===== src/design/ctrl_pkg.sv =====
package ctrl_pkg;

    // ------------------------------------------------------------------------
    // Widths and address map
    // ------------------------------------------------------------------------
    localparam int INSTR_WIDTH   = 32;
    localparam int REG_WIDTH     = 16;
    localparam int REG_COUNT     = 16;
    localparam int PROG_DEPTH    = 512;
    localparam int FETCH_CYCLES  = 2;   // Program memory read latency
    localparam int WB_ADDR_WIDTH = 10;
    localparam int REG_SPACE_BIT = 9;   // Set: register space, clear: program space

    typedef logic [REG_WIDTH-1:0]          reg_word_t;
    typedef logic [$clog2(REG_COUNT)-1:0]  reg_idx_t;
    typedef logic [REG_WIDTH-1:0]          imm_t;
    typedef logic [$clog2(PROG_DEPTH)-1:0] pc_t;
    typedef logic [WB_ADDR_WIDTH-1:0]      wb_addr_t;
    typedef logic [INSTR_WIDTH-1:0]        wb_data_t;   // Wide enough for one program word

    // Full opcode set, so the data side decodes the same values
    typedef enum logic [3:0] {
        OP_NOP       = 4'h0,
        OP_END       = 4'h1,   // Halt, clear registers and flag
        OP_XOR       = 4'h2,
        OP_ADDI      = 4'h3,
        OP_BGE       = 4'h4,   // Sets compare flag
        OP_JUMP      = 4'h5,   // Taken only with flag set
        OP_FBSWAP    = 4'h6,
        OP_LOADI     = 4'h7,
        OP_ADD       = 4'h8,
        OP_LOADB     = 4'h9,
        OP_LOAD      = 4'ha,
        OP_WRITEB    = 4'hb,
        OP_WRITE     = 4'hc,
        OP_OR        = 4'hd,
        OP_SENDITERS = 4'he,
        OP_PAUSE     = 4'hf    // Halt, state kept
    } opcode_e;

    typedef enum logic [1:0] {
        IDLE    = 2'd0,
        FETCH   = 2'd1,
        EXECUTE = 2'd2
    } seq_state_e;

    // Instruction word, MSB first
    typedef struct packed {
        opcode_e  opcode;
        reg_idx_t reg_a;   // Destination / first operand
        imm_t     imm;     // Immediate or jump target
        reg_idx_t reg_b;
        reg_idx_t reg_c;
    } instr_t;

    // One executed instruction toward the data side
    typedef struct packed {
        logic      valid;
        instr_t    instr;
        reg_word_t val_a;
        reg_word_t val_b;
        reg_word_t val_c;
    } issue_t;

    typedef struct packed {
        logic     cyc;
        logic     stb;
        logic     we;
        wb_addr_t addr;
        wb_data_t dat;
    } wb_req_t;

    typedef struct packed {
        logic     ack;
        wb_data_t dat;
    } wb_rsp_t;

endpackage

===== src/design/wb_host_port.sv =====
module wb_host_port import ctrl_pkg::*; (
    input  logic      clk_in,
    input  logic      rst_in,
    input  wb_req_t   wb_req,
    output wb_rsp_t   wb_rsp,
    input  logic      run_busy,
    output reg_idx_t  host_reg_idx,
    input  reg_word_t host_reg_val,
    output logic      prog_we,
    output pc_t       prog_addr,
    output instr_t    prog_data
);

    logic     ack;
    wb_data_t rd_dat;          // Registered read data
    logic     req_new;         // Request not yet acknowledged
    logic     reg_space;

    assign req_new   = wb_req.cyc && wb_req.stb && !ack;
    assign reg_space = wb_req.addr[REG_SPACE_BIT];

    // Program writes are dropped during a run, still acked
    assign prog_we      = req_new && wb_req.we && !reg_space && !run_busy;
    assign prog_addr    = wb_req.addr[$bits(pc_t)-1:0];
    assign prog_data    = instr_t'(wb_req.dat);
    assign host_reg_idx = wb_req.addr[$bits(reg_idx_t)-1:0];

    always_ff @(posedge clk_in) begin
        if (rst_in) begin
            ack <= 1'b0;
        end else begin
            ack <= req_new;     // Single-cycle ack
        end
    end

    // No read port on program memory, so program space reads zero
    always_ff @(posedge clk_in) begin
        if (req_new && !wb_req.we) begin
            rd_dat <= reg_space ? wb_data_t'(host_reg_val) : '0;
        end
    end

    assign wb_rsp = '{ack: ack, dat: rd_dat};

endmodule


===== config.mk =====
export PLATFORM = sky130hd
export DESIGN_NAME = wb_host_port
export DESIGN_NICKNAME = d
export VERILOG_FILES = /design/src/design/ctrl_pkg.sv /design/src/design/wb_host_port.sv
export SDC_FILE = /design/constraint.sdc
export NUM_CORES = 1
export LEC_CHECK = 0
export ABC_CLOCK_PERIOD_IN_PS = 2000
export BUFFER_PORTS_ARGS = -buffer_cell sky130_fd_sc_hd__buf_2
export CORE_MARGIN = 3
export CORE_UTILIZATION = 33
export CTS_BUF_LIST = sky130_fd_sc_hd__clkbuf_4 sky130_fd_sc_hd__clkbuf_8
export CTS_CLUSTER_SIZE = 12
export DETAILED_ROUTE_END_ITERATION = 12
export GPL_ROUTABILITY_DRIVEN = 0
export PLACE_DENSITY = 0.86
export SYNTH_ARGS = -nofsm -noshare
export SYNTH_HDL_FRONTEND = slang
export SYNTH_SLANG_ARGS = --single-unit

===== constraint.sdc =====
create_clock -name clk_in -period 2 [get_ports clk_in]
set_input_delay 0.2 -clock clk_in [delete_from_list [all_inputs] [get_ports clk_in]]
set_output_delay 0.2 -clock clk_in [all_outputs]
set_load 0.005 [all_outputs]

* Word level (Yosys, flattened, before mapping)
Index checks and enable logic that the tools add are counted.
Word-level totals: bits in registers 33, bits of input ports 64, output and inout port bits 79, word-level logic and storage cells 13
Cells by class: reduce and logical (&&, ||, !) cells 10
Operators by type and width (count):
- 1-bit logical AND | 6
- 1-bit logical NOT | 4

* Depth between registers and ports, before layout
Gate-level depths: netlist (run 1).
depth in word-level cells 5, mapped depth 2, mapped depth without buffers 2

* Worst setup path after synthesis (run 1)
Ideal clock, no wire load.
path type reg-to-reg, start register ack, end register rd_dat[0], enable pin, arrival 1.151 ns, data required time 1.611 ns, setup slack 0.460 ns, cell stages (with the launch flop) 3, buffers on the path 0, period minus slack after synthesis 1.540 ns, path through dfxtp_1 -> nand3b_4 -> nor2_1
Between the ends: longest elaborated chain between the ends 3
RTL lines:
- from (decl) | RTL line wb_host_port.sv:14 | logic ack;
- from (signal assigned) | RTL line wb_host_port.sv:32 | ack <= req_new;
- 1-bit logical NOT | RTL line wb_host_port.sv:19 | assign req_new = wb_req.cyc && wb_req.stb && !ack;
- 1-bit logical AND | RTL line wb_host_port.sv:19
- 1-bit logical AND | RTL line wb_host_port.sv:38 | if (req_new && !wb_req.we) begin
- to (signal assigned) | RTL line wb_host_port.sv:39 | rd_dat <= reg_space ? wb_data_t'(host_reg_val) : '0;
- to (decl) | RTL line wb_host_port.sv:15 | wb_data_t rd_dat;
No other way between the ends. A chain may end at the register's enable or synchronous reset.

* Worst setup path in the final report (run 1)
start register ack, end output port prog_we
Between the ends: longest elaborated chain between the ends 5
RTL lines:
- 1-bit logical NOT | RTL line wb_host_port.sv:19
- 1-bit logical AND | RTL line wb_host_port.sv:19
- 1-bit logical AND (3 in series) | RTL line wb_host_port.sv:23 | assign prog_we = req_new && wb_req.we && !reg_space && !run_busy;
- to (decl) | RTL line wb_host_port.sv:9 | output logic prog_we,
No other way between the ends.

==> results of run 1 <==
-- logic make-up after synthesis --
kind of cell	Yosys count
buffers and inverters	63
DFF	17
other	1
and+or+nand+nor	20
-- flip-flops by register name (all words and copies together), names as in the netlist --
register  count
rd_dat       16
ack           1
-- metrics by stage --
stage	hold slack, ns	utilization [%]
after floorplan	0.272	-
after global placement	0.364	30.9
after detailed placement	0.373	30.9
after CTS	0.0756	31.9
after global routing	0.0564	31.9
final	0.0834	31.9
-- worst max path at each step --
stage               slack [ns]          to
finish                    0.68     prog_we
global route              0.62     prog_we
CTS                       0.69     prog_we
global placement          0.93  rd_dat[13]
floorplan                 0.46   rd_dat[0]
detailed placement        0.90   rd_dat[0]
-- critical path, delay by kind of cell (launching register included) --
kind | cells | cell delay, ns
and+or+nand+nor | 2 | 0.36
DFF | 1 | 0.33
buffers and inverters | 1 | 0.15
-- power by group through the flow --
stage / clock [mW] / combinational (mW) / sequential (mW)
finish: 0.178 / 0.0679 / 0.404
global route: 0.208 / 0.0770 / 0.405
CTS: 0.185 / 0.0687 / 0.404
detailed placement: 0 / 0.0685 / 0.413
global placement: 0 / 0.0670 / 0.412
floorplan: 0 / 0.127 / 0.415
-- cells in the final DEF, fill, tap and decap left out, drive strengths merged --
cell type and instances:
buf 41, conb 16, edfxtp 16, and2 16, clkbuf 4, nor2 2, nand3b 1, nor4b 1
dfxtp 1
-- area by class of cell --
class                      instances  area [um^2]  area share, %
sequential                        17          500           49.4
multi-input combinational         36          219           21.6
timing repair buffer              41          208           20.5
tap                               44         55.1           5.44
clock buffer                       4         30.0           2.97
-- routing by layer --
metal / global-route usage, % / share of wire [%]
met5: 0 / 0
met4: 8.71 / 7.2
met3: 2.95 / 13
met2: 11.1 / 51
met1: 4.98 / 29
==> summary.md, run 1 <==
### Clocking
* Clk Latency, worst-skew pair: 0.27 ns
* number of hold buffers added after CTS: 0
* post-CTS resize count: 0
* Max Buffers Root-to-Sink: 2
* H-tree depth: 1
* clock tree sinks: 17
* CTS tree: built
* clock-pin slew reported for the worst setup and hold paths after clock tree synthesis: 0.09 ns
* clk root buf: clkbuf_4
* Inserted Clock Buffers: 3
* post-CTS setup buffer count: 0

### Yosys
* cell with the most instances after synthesis: buf_4
* area of the mapped netlist: 1140 um^2
* synthesized-area fraction occupied by ao, oa, aoi and oai cells: 0%
* Main synth FF type: edfxtp_1
* top cells by instance count after synthesis: 62 x buf_4, 16 x edfxtp_1, 13 x and2_2, 3 x and2_1, 2 x nor2_1
* synthesized netlist cell count: 101
* cells taking the most area after synthesis: edfxtp_1 42%, buf_4 41%, and2_2 8.6%
* sequential cell area fraction in the yosys report: 43.9%
* Mapped Avg Cell Area: 11.3 um^2
* Post-synth ARST share: 0%
* Post-Synth XOR/XNOR Area: 0%
* area share of the largest cell type after synthesis: 42.2%
* post-synthesis register bit count: 17
* largest area contributor in the netlist: edfxtp_1
* largest family of logic cells by synthesized area: buffers and inverters
* share of synthesized cell area in full adder, half adder and majority cells: 0%
* Unique masters post-synth: 10
* EDFF count, synth: 16
* Yosys warning count: 0
* multiplexer fraction of the synthesized cell area: 0%
* simple-gate area share of the yosys netlist: 13.9%

### STA
* unrepaired setup endpoints after global routing: false
* share of the clock period used by the worst path: 65.8%
* sum of negative setup slack: 0 ns
* post-layout minimum cycle time: 1.32 ns
* clock tree skew after final layout: 0.00332 ns
* highest clock rate: 0.760 GHz
* final count of hold timing violations: 0
* number of max-slew violations in the final report: 0
* Setup violations, final: 0
* crit path setup slack, layout: 0.683 ns

### Routing
* initial detailed-routing violation count: 12
* Via-to-Cell Ratio: 3.65
* antenna violation net count after detailed routing: 0
* Pre-Repair DR Iteration Count: 4
* Final Routed Wirelength: 1500 um
* average wire per standard cell: 10.6 um
* DRC violations left: 0
* overall via count from detail_route: 519

### Hold path
* worst min path class: in2reg
* startpoint of the most critical hold path: rst_in
* sink of the worst hold path: ack
* Worst Hold Path Cells: 2

### Critical path
* R2R Setup Slk: 0.88 ns
* CP Data Arrival Time: 1.12 ns
* class of the most critical setup path: reg2out
* cells along the critical path: nand3b_4, nor4b_2, buf_2
* Data required, critical path: 1.80 ns
* depth of the worst register-to-register path: 3
* kind of end point of the critical path: primary output
* peak fanout along the critical path: 3
* largest stage delay on the critical path: 0.33 ns
* slowest stage cell on the critical path: dfxtp_1
* FF-to-FF Start: ack
* worst reg2reg endpoint: rd_dat[12]
* crit path launch: ack
* Worst Setup Start Kind: register

### Layout
* fraction of final layout cells sized beyond drive strength 1: 61.2%
* fill count: 337
* ANT cells: 0
* final cell count without fillers: 142
* count of nets after finishing: 163
* Syn-to-layout area delta: -11.2%
* final design instance area without fill: 1010 um^2

### Power
* final total power: 0.650 mW
* clock share of power: 27.4%
* sequential power share: 62.1%
* Power Dens Cells: 643 nW/um^2
* switching portion of total power: 18.7%
* worst vdd ir: 0.151 mV
* leakage dissipation: 0.462 nW
* Logic pwr share: 10.4%
* Internal Power: 0.529 mW
* Net Sw Power: 0.122 mW

### Die
* row cnt: 20
* die boundary width: 64.8 um
* core footprint: 3180 um^2
* Chip Height: 64.8 um
* I/O pin total: 143
* effective utilization at floorplan: 35.9%
* Die Outline Area: 4200 um^2

### Job
* max-cap viol count: 0

### Placed design
* cell area after placement: 982 um^2
* setup slack at placement: 0.897 ns
* final HPWL from detailed placement: 1230 um
* port bufs: 40
* Inst Count DP: 138

### GRT
* via count of the first global-routing pass: 469
* number of antenna violations at the first check in global routing: 0
* global route total overflow: 0
* global routing usage summed across all routing layers: 6.69%
* largest net degree at the start of global routing: 18
* global-route wire length before repair: 2070 um

### Outcome
* status: finished clean

(Power assumes the default switching activity.)
==> inputs of run 2 (changes only) <==
--- a/config.mk
+++ b/config.mk
@@ -5,7 +5,7 @@
 export SDC_FILE = /design/constraint.sdc
 export NUM_CORES = 1
 export LEC_CHECK = 0
-export ABC_CLOCK_PERIOD_IN_PS = 2000
+export ABC_CLOCK_PERIOD_IN_PS = 1300
 export BUFFER_PORTS_ARGS = -buffer_cell sky130_fd_sc_hd__buf_2
 export CORE_MARGIN = 3
 export CORE_UTILIZATION = 33
==> constraint.sdc (replaced) <==
create_clock -name clk_in -period 1.3 [get_ports clk_in]
set_input_delay 0.13 -clock clk_in [delete_from_list [all_inputs] [get_ports clk_in]]
set_output_delay 0.13 -clock clk_in [all_outputs]
set_load 0.005 [all_outputs]
==> summary.md, run 2 (synthesis gave the netlist of run 1 again) <==
### Outcome
* status: finished clean

### Hold path
* startpoint of the most critical hold path: host_reg_val[4]
* worst min path class: in2reg
* Worst Hold Path Cells: 2, unchanged

### Layout
* multi-input logic area: 230 um^2, +5.1%
* fraction of the core area covered by cells at the end of the flow: 32.8%, +0.98 points
* most used cells in the layout excluding fill and tap cells: 40 x buf_2, 16 x conb_1, 16 x edfxtp_1, 13 x and2_2
* fill count: 324, -3.9%
* Syn-to-layout area delta: -8.45%
* fraction of final layout cells sized beyond drive strength 1: 61.6%, +0.39 points
* sequential cell area: 500 um^2, unchanged
* register with the highest flop count: rd_dat
* most common cell after layout, fill and taps aside: buf_2
* ANT cells: 0, unchanged
* count of nets after finishing: 164, +0.61%
* max reg flops: 16, unchanged
* top flop regs: rd_dat (16), ack (1)

### Routing
* Pre-Repair DR Iteration Count: 4, unchanged
* initial detailed-routing violation count: 13, +1
* DRC violations left: 0, unchanged
* Final Routed Wirelength: 1700 um, +13%
* antenna violation net count after detailed routing: 0, unchanged
* Via-to-Cell Ratio: 3.65, -0.13%
* overall via count from detail_route: 522, +0.58%
* average wire per standard cell: 11.9 um, +12%

### Critical path
* peak fanout along the critical path: 3, unchanged
* FF-to-FF Start: ack
* depth of the worst register-to-register path: 3, unchanged
* crit path launch: ack
* Worst Setup Start Kind: register
* Data required, critical path: 1.17 ns, -0.63 ns
* slowest stage cell on the critical path: dfxtp_1
* largest stage delay on the critical path: 0.32 ns, about the same
* CP Data Arrival Time: 1.15 ns, +0.03 ns
* class of the most critical setup path: reg2out
* kind of end point of the critical path: primary output
* cells along the critical path: nand3b_4, nor4b_4, buf_2

### Die
* Die Outline Area: 4200 um^2, unchanged
* row cnt: 20, unchanged
* Chip Height: 64.8 um, unchanged
* I/O pin total: 143, unchanged
* core footprint: 3180 um^2, unchanged
* effective utilization at floorplan: 35.9%, unchanged
* die boundary width: 64.8 um, unchanged

### STA
* Setup violations, final: 0, unchanged
* highest clock rate: 0.778 GHz
* clock tree skew after final layout: 0.00303 ns, -0.000291 ns
* sum of negative setup slack: 0 ns, unchanged
* final count of hold timing violations: 0, unchanged
* post-layout minimum cycle time: 1.28 ns
* unrepaired setup endpoints after global routing: true
* number of max-slew violations in the final report: 0, unchanged
* share of the clock period used by the worst path: 98.8%

### Power
* leakage dissipation: 0.474 nW, +2.6%
* final total power: 1.01 mW, +55%
* worst vdd ir: 0.296 mV, +96%
* Power Dens Cells: 969 nW/um^2, +51%

### Clocking
* Clk Latency, worst-skew pair: 0.29 ns, +0.02 ns
* clk root buf: clkbuf_4
* Inserted Clock Buffers: 3, unchanged
* H-tree depth: 1, unchanged
* clock-pin slew reported for the worst setup and hold paths after clock tree synthesis: 0.10 ns, about the same
* CTS tree: built
* Max Buffers Root-to-Sink: 2, unchanged
* clock tree sinks: 17, unchanged

### GRT
* global routing usage summed across all routing layers: 7.31%, +0.62 points
* largest net degree at the start of global routing: 18, unchanged
* number of antenna violations at the first check in global routing: 0, unchanged
* via count of the first global-routing pass: 470, +0.21%
* global-route wire length before repair: 2190 um, +6.0%
* global route total overflow: 0, unchanged

### Job
* max-cap viol count: 0, unchanged

### Placed design
* final HPWL from detailed placement: 1380 um, +11%
* port bufs: 40, unchanged

[run 2: cell count changes in the layout (fill, tap and decap cells not counted)]
cell           previous run  this run
dlygate4sd3_1             0         1
nor2_1                    2         1
nor4b_2                   1         0
buf_4                     1         0
nor2_2                    0         1
buf_12                    0         1
clkinv_2                  0         1
clkbuf_4                  4         3
nor4b_4                   0         1
[run 2: report_power, final]
part | internal (mW) | switching, mW
combinational | 0.0622 | 0.0538
clock | 0.114 | 0.159
sequential | 0.618 | 0.00369
[run 2: timing repair]
item / 4_1_cts / 5_1_grt
hold endpoints to repair: 1 / 0
hold buffers: 1 / 0
setup endpoints to repair: 0 / 1
setup buffers: 0 / 0
gates resized for setup: 0 / 1
[run 2: critical path, delay by kind of cell (launching register included)]
| kind | cells | cell delay (ns) |
|---|---|---|
| buf+inv | 1 | 0.15 |
| simple gates | 2 | 0.40 |
| flops | 1 | 0.32 |
[run 2: metal layers]
layer / wire, um / global-route usage [%]
met4: 72 / 8.97
met2: 927 / 12.3
met5: 0 / 0
met1: 440 / 5.19
met3: 260 / 3.81
[run 2: path summary, 6_finish.rpt]
| kind | endpoint | slack (ns) |
|---|---|---|
| max | prog_we | 0.02 |
| min | rd_dat[4] | 0.12 |
| max reg2reg | rd_dat[13] | 0.21 |
| min reg2reg | ack | 0.58 |
[run 2: layout make-up]
type	count	area share [%]
Sequential cell	17	48.0
Multi-Input combinational cell	36	22.1
Clock buffer	3	2.16
Clock inverter	1	0.480
Tap cell	44	5.28
Timing Repair Buffer	42	22.1
[run 2: through the flow]
step | std cells | area (um^2) | worst slack, ns | hold WS [ns]
floorplan | 116 | 1200 | 0.0209 | 0.202
global placement | 138 | 997 | 0.265 | 0.260
detailed placement | 138 | 997 | 0.239 | 0.260
CTS | 143 | 1030 | 0.000100 | 0.120
global route | 143 | 1040 | -0.0441 | 0.126
finish | 143 | 1040 | 0.0154 | 0.119
==> inputs of run 3 (changes only) <==
--- a/config.mk
+++ b/config.mk
@@ -7,12 +7,14 @@
 export LEC_CHECK = 0
 export ABC_CLOCK_PERIOD_IN_PS = 1300
 export BUFFER_PORTS_ARGS = -buffer_cell sky130_fd_sc_hd__buf_2
+export CORE_ASPECT_RATIO = 1.5
 export CORE_MARGIN = 3
 export CORE_UTILIZATION = 33
 export CTS_BUF_LIST = sky130_fd_sc_hd__clkbuf_4 sky130_fd_sc_hd__clkbuf_8
 export CTS_CLUSTER_SIZE = 12
 export DETAILED_ROUTE_END_ITERATION = 12
 export GPL_ROUTABILITY_DRIVEN = 0
+export GPL_TIMING_DRIVEN = 0
 export PLACE_DENSITY = 0.86
 export SYNTH_ARGS = -nofsm -noshare
 export SYNTH_HDL_FRONTEND = slang
==> summary.md, run 3 (synthesis gave the netlist of run 1 again) <==
### Routing
* Via-to-Cell Ratio: 3.76, +3.1%
* routed length on met3: 484 um, +86%
* Pre-Repair DR Iteration Count: 3, -1
* average wire per standard cell: 11.0 um, -7.2%
* detailed route wirelength on metal2: 1530 um, +65%
* antenna violation net count after detailed routing: 0, unchanged
* initial detailed-routing violation count: 2, -11
* met1 wire length: 659 um, +50%
* Final Routed Wirelength: 2710 um, +60%
* overall via count from detail_route: 926, +77%
* DRC violations left: 0, unchanged
* top layer used by detailed routing: met4

### Power
* worst vdd ir: 0.688 mV, +130%
* final total power: 1.36 mW, +34%
* leakage dissipation: 0.964 nW, +100%
* Power Dens Cells: 778 nW/um^2, -20%

### STA
* Setup violations, final: 0, unchanged
* share of the clock period used by the worst path: 92.9%, -5.9 points
* post-layout minimum cycle time: 1.21 ns, -0.0772 ns
* crit path setup slack, layout: 0.0926 ns, +0.0772 ns
* final count of hold timing violations: 0, unchanged
* highest clock rate: 0.828 GHz, +6.4%
* clock tree skew after final layout: 0.000868 ns, -0.00216 ns
* unrepaired setup endpoints after global routing: false
* number of max-slew violations in the final report: 0, unchanged

### GRT
* global routing usage summed across all routing layers: 11.7%, +4.4 points
* global-route wire length before repair: 3520 um, +60%
* largest net degree at the start of global routing: 17, -1
* number of antenna violations at the first check in global routing: 0, unchanged
* global route total overflow: 0, unchanged
* via count of the first global-routing pass: 802, +71%

### Job
* max-cap viol count: 0, unchanged

### Clocking
* clock-pin slew reported for the worst setup and hold paths after clock tree synthesis: 0.06 ns, -0.04 ns
* clock tree sinks: 17, unchanged
* CTS tree: built
* clk root buf: clkbuf_8
* Clk Latency, worst-skew pair: 0.24 ns, -0.05 ns
* H-tree depth: 1, unchanged
* number of hold buffers added after CTS: 0, -1
* Max Buffers Root-to-Sink: 2, unchanged
* Inserted Clock Buffers: 3, unchanged

### Critical path
* Data required, critical path: 1.17 ns, about the same
* CP Data Arrival Time: 1.08 ns, -0.07 ns
* count of buffer and inverter cells on the critical path: 1, unchanged
* peak fanout along the critical path: 3, unchanged
* class of the most critical setup path: reg2out
* largest stage delay on the critical path: 0.31 ns, about the same
* Worst Setup Start Kind: register
* cells along the critical path: nand3b_4, nor4b_2, buf_2
* kind of end point of the critical path: primary output
* CP top delay family: simple AND/OR/NAND/NOR gates
* slowest stage cell on the critical path: dfxtp_1

### Die
* core footprint: 3220 um^2, +1.4%
* Chip Height: 78.0 um, +20%
* Die Outline Area: 4210 um^2, +0.35%
* die boundary width: 54.0 um, -17%
* I/O pin total: 143, unchanged
* row cnt: 25, +25%
* effective utilization at floorplan: 35.4%, -0.49 points

### Placed design
* port bufs: 85, +110%
* final HPWL from detailed placement: 2420 um, +76%
* setup slack at placement: -0.184 ns, -0.423 ns

### Layout
* register with the highest flop count: rd_dat
* count of nets after finishing: 271, +65%
* ANT cells: 0, unchanged
* fraction of final layout cells sized beyond drive strength 1: 82.0%, +20 points
* top flop regs: rd_dat (16), ack (1)
* Syn-to-layout area delta: 53.3%
* most common cell after layout, fill and taps aside: buf_2
* max reg flops: 16, unchanged
* most used cells in the layout excluding fill and tap cells: 85 x buf_2, 62 x buf_4, 16 x conb_1, 16 x edfxtp_1, 13 x and2_2

### Outcome
* status: finished clean

### Hold path
* worst min path class: in2reg

-- run 3: changes by cell type in the layout (fill, tap and decap cells not counted), sizes merged --
| cell | delta |
|---|---|
| clkbuf | +1 |
| dlygate4sd3 | -1 |
| buf | +108 |
| clkinv | -1 |
-- run 3: where the power goes --
part           leakage [nW]  internal [mW]  total (mW)  switching [mW]
sequential            0.154          0.619       0.623         0.00412
clock                0.0262          0.238       0.403           0.165
combinational         0.784          0.224       0.333           0.109
total                 0.964           1.08        1.36           0.278
-- run 3: layout make-up --
cell class                 count  area, um^2
buffer                        63         477
multi-input combinational     36         226
sequential                    17         500
timing repair buffer          86         445
fill                         309        1470
tap                           40        50.0
clock buffer                   4        48.8
-- run 3: layer usage --
metal,GRT usage (%),up-vias
met5,0,-
met4,5.99,0
met3,2.50,5
met2,24.6,86
met1,8.29,383
li1,-,452
-- run 3: worst reg2reg max path, cell delays in order, from the launching register on --
cell      delay, ns
dfxtp_1        0.31
nand3b_4       0.17
nor2_4         0.13
buf_12         0.16
-- run 3: final timing paths --
| kind | to | startpoint | slack [ns] | depth (start not counted) |
|---|---|---|---|---|
| worst min-delay path | ack | rst_in | 0.03 | 2 |
| worst max-delay path | prog_we | ack | 0.09 | 3 |
| worst max register to register | rd_dat[11] | ack | 0.24 | 3 |
| worst min register to register | ack | ack | 0.57 | 2 |
-- run 3: repair_timing --
action | in CTS | in global routing
gates resized for setup | 1 | 0
endpoints found under the setup margin | 16 | 9
setup buffers | 0 | 1
cloned | 0 | 0
pin swaps | 0 | 1
-- run 3: metrics by stage --
step	instance area, um^2	hold WS [ns]	TNS (ns)	instances	util [%]
global route	1750	0.0237	0	246	54.3
detailed placement	1670	0.293	-2.93	241	52.0
CTS	1730	0.0304	0	245	53.6
finish	1750	0.0315	0	246	54.3
floorplan	1200	0.202	0	116	-
global placement	1670	0.287	-2.36	241	52.0
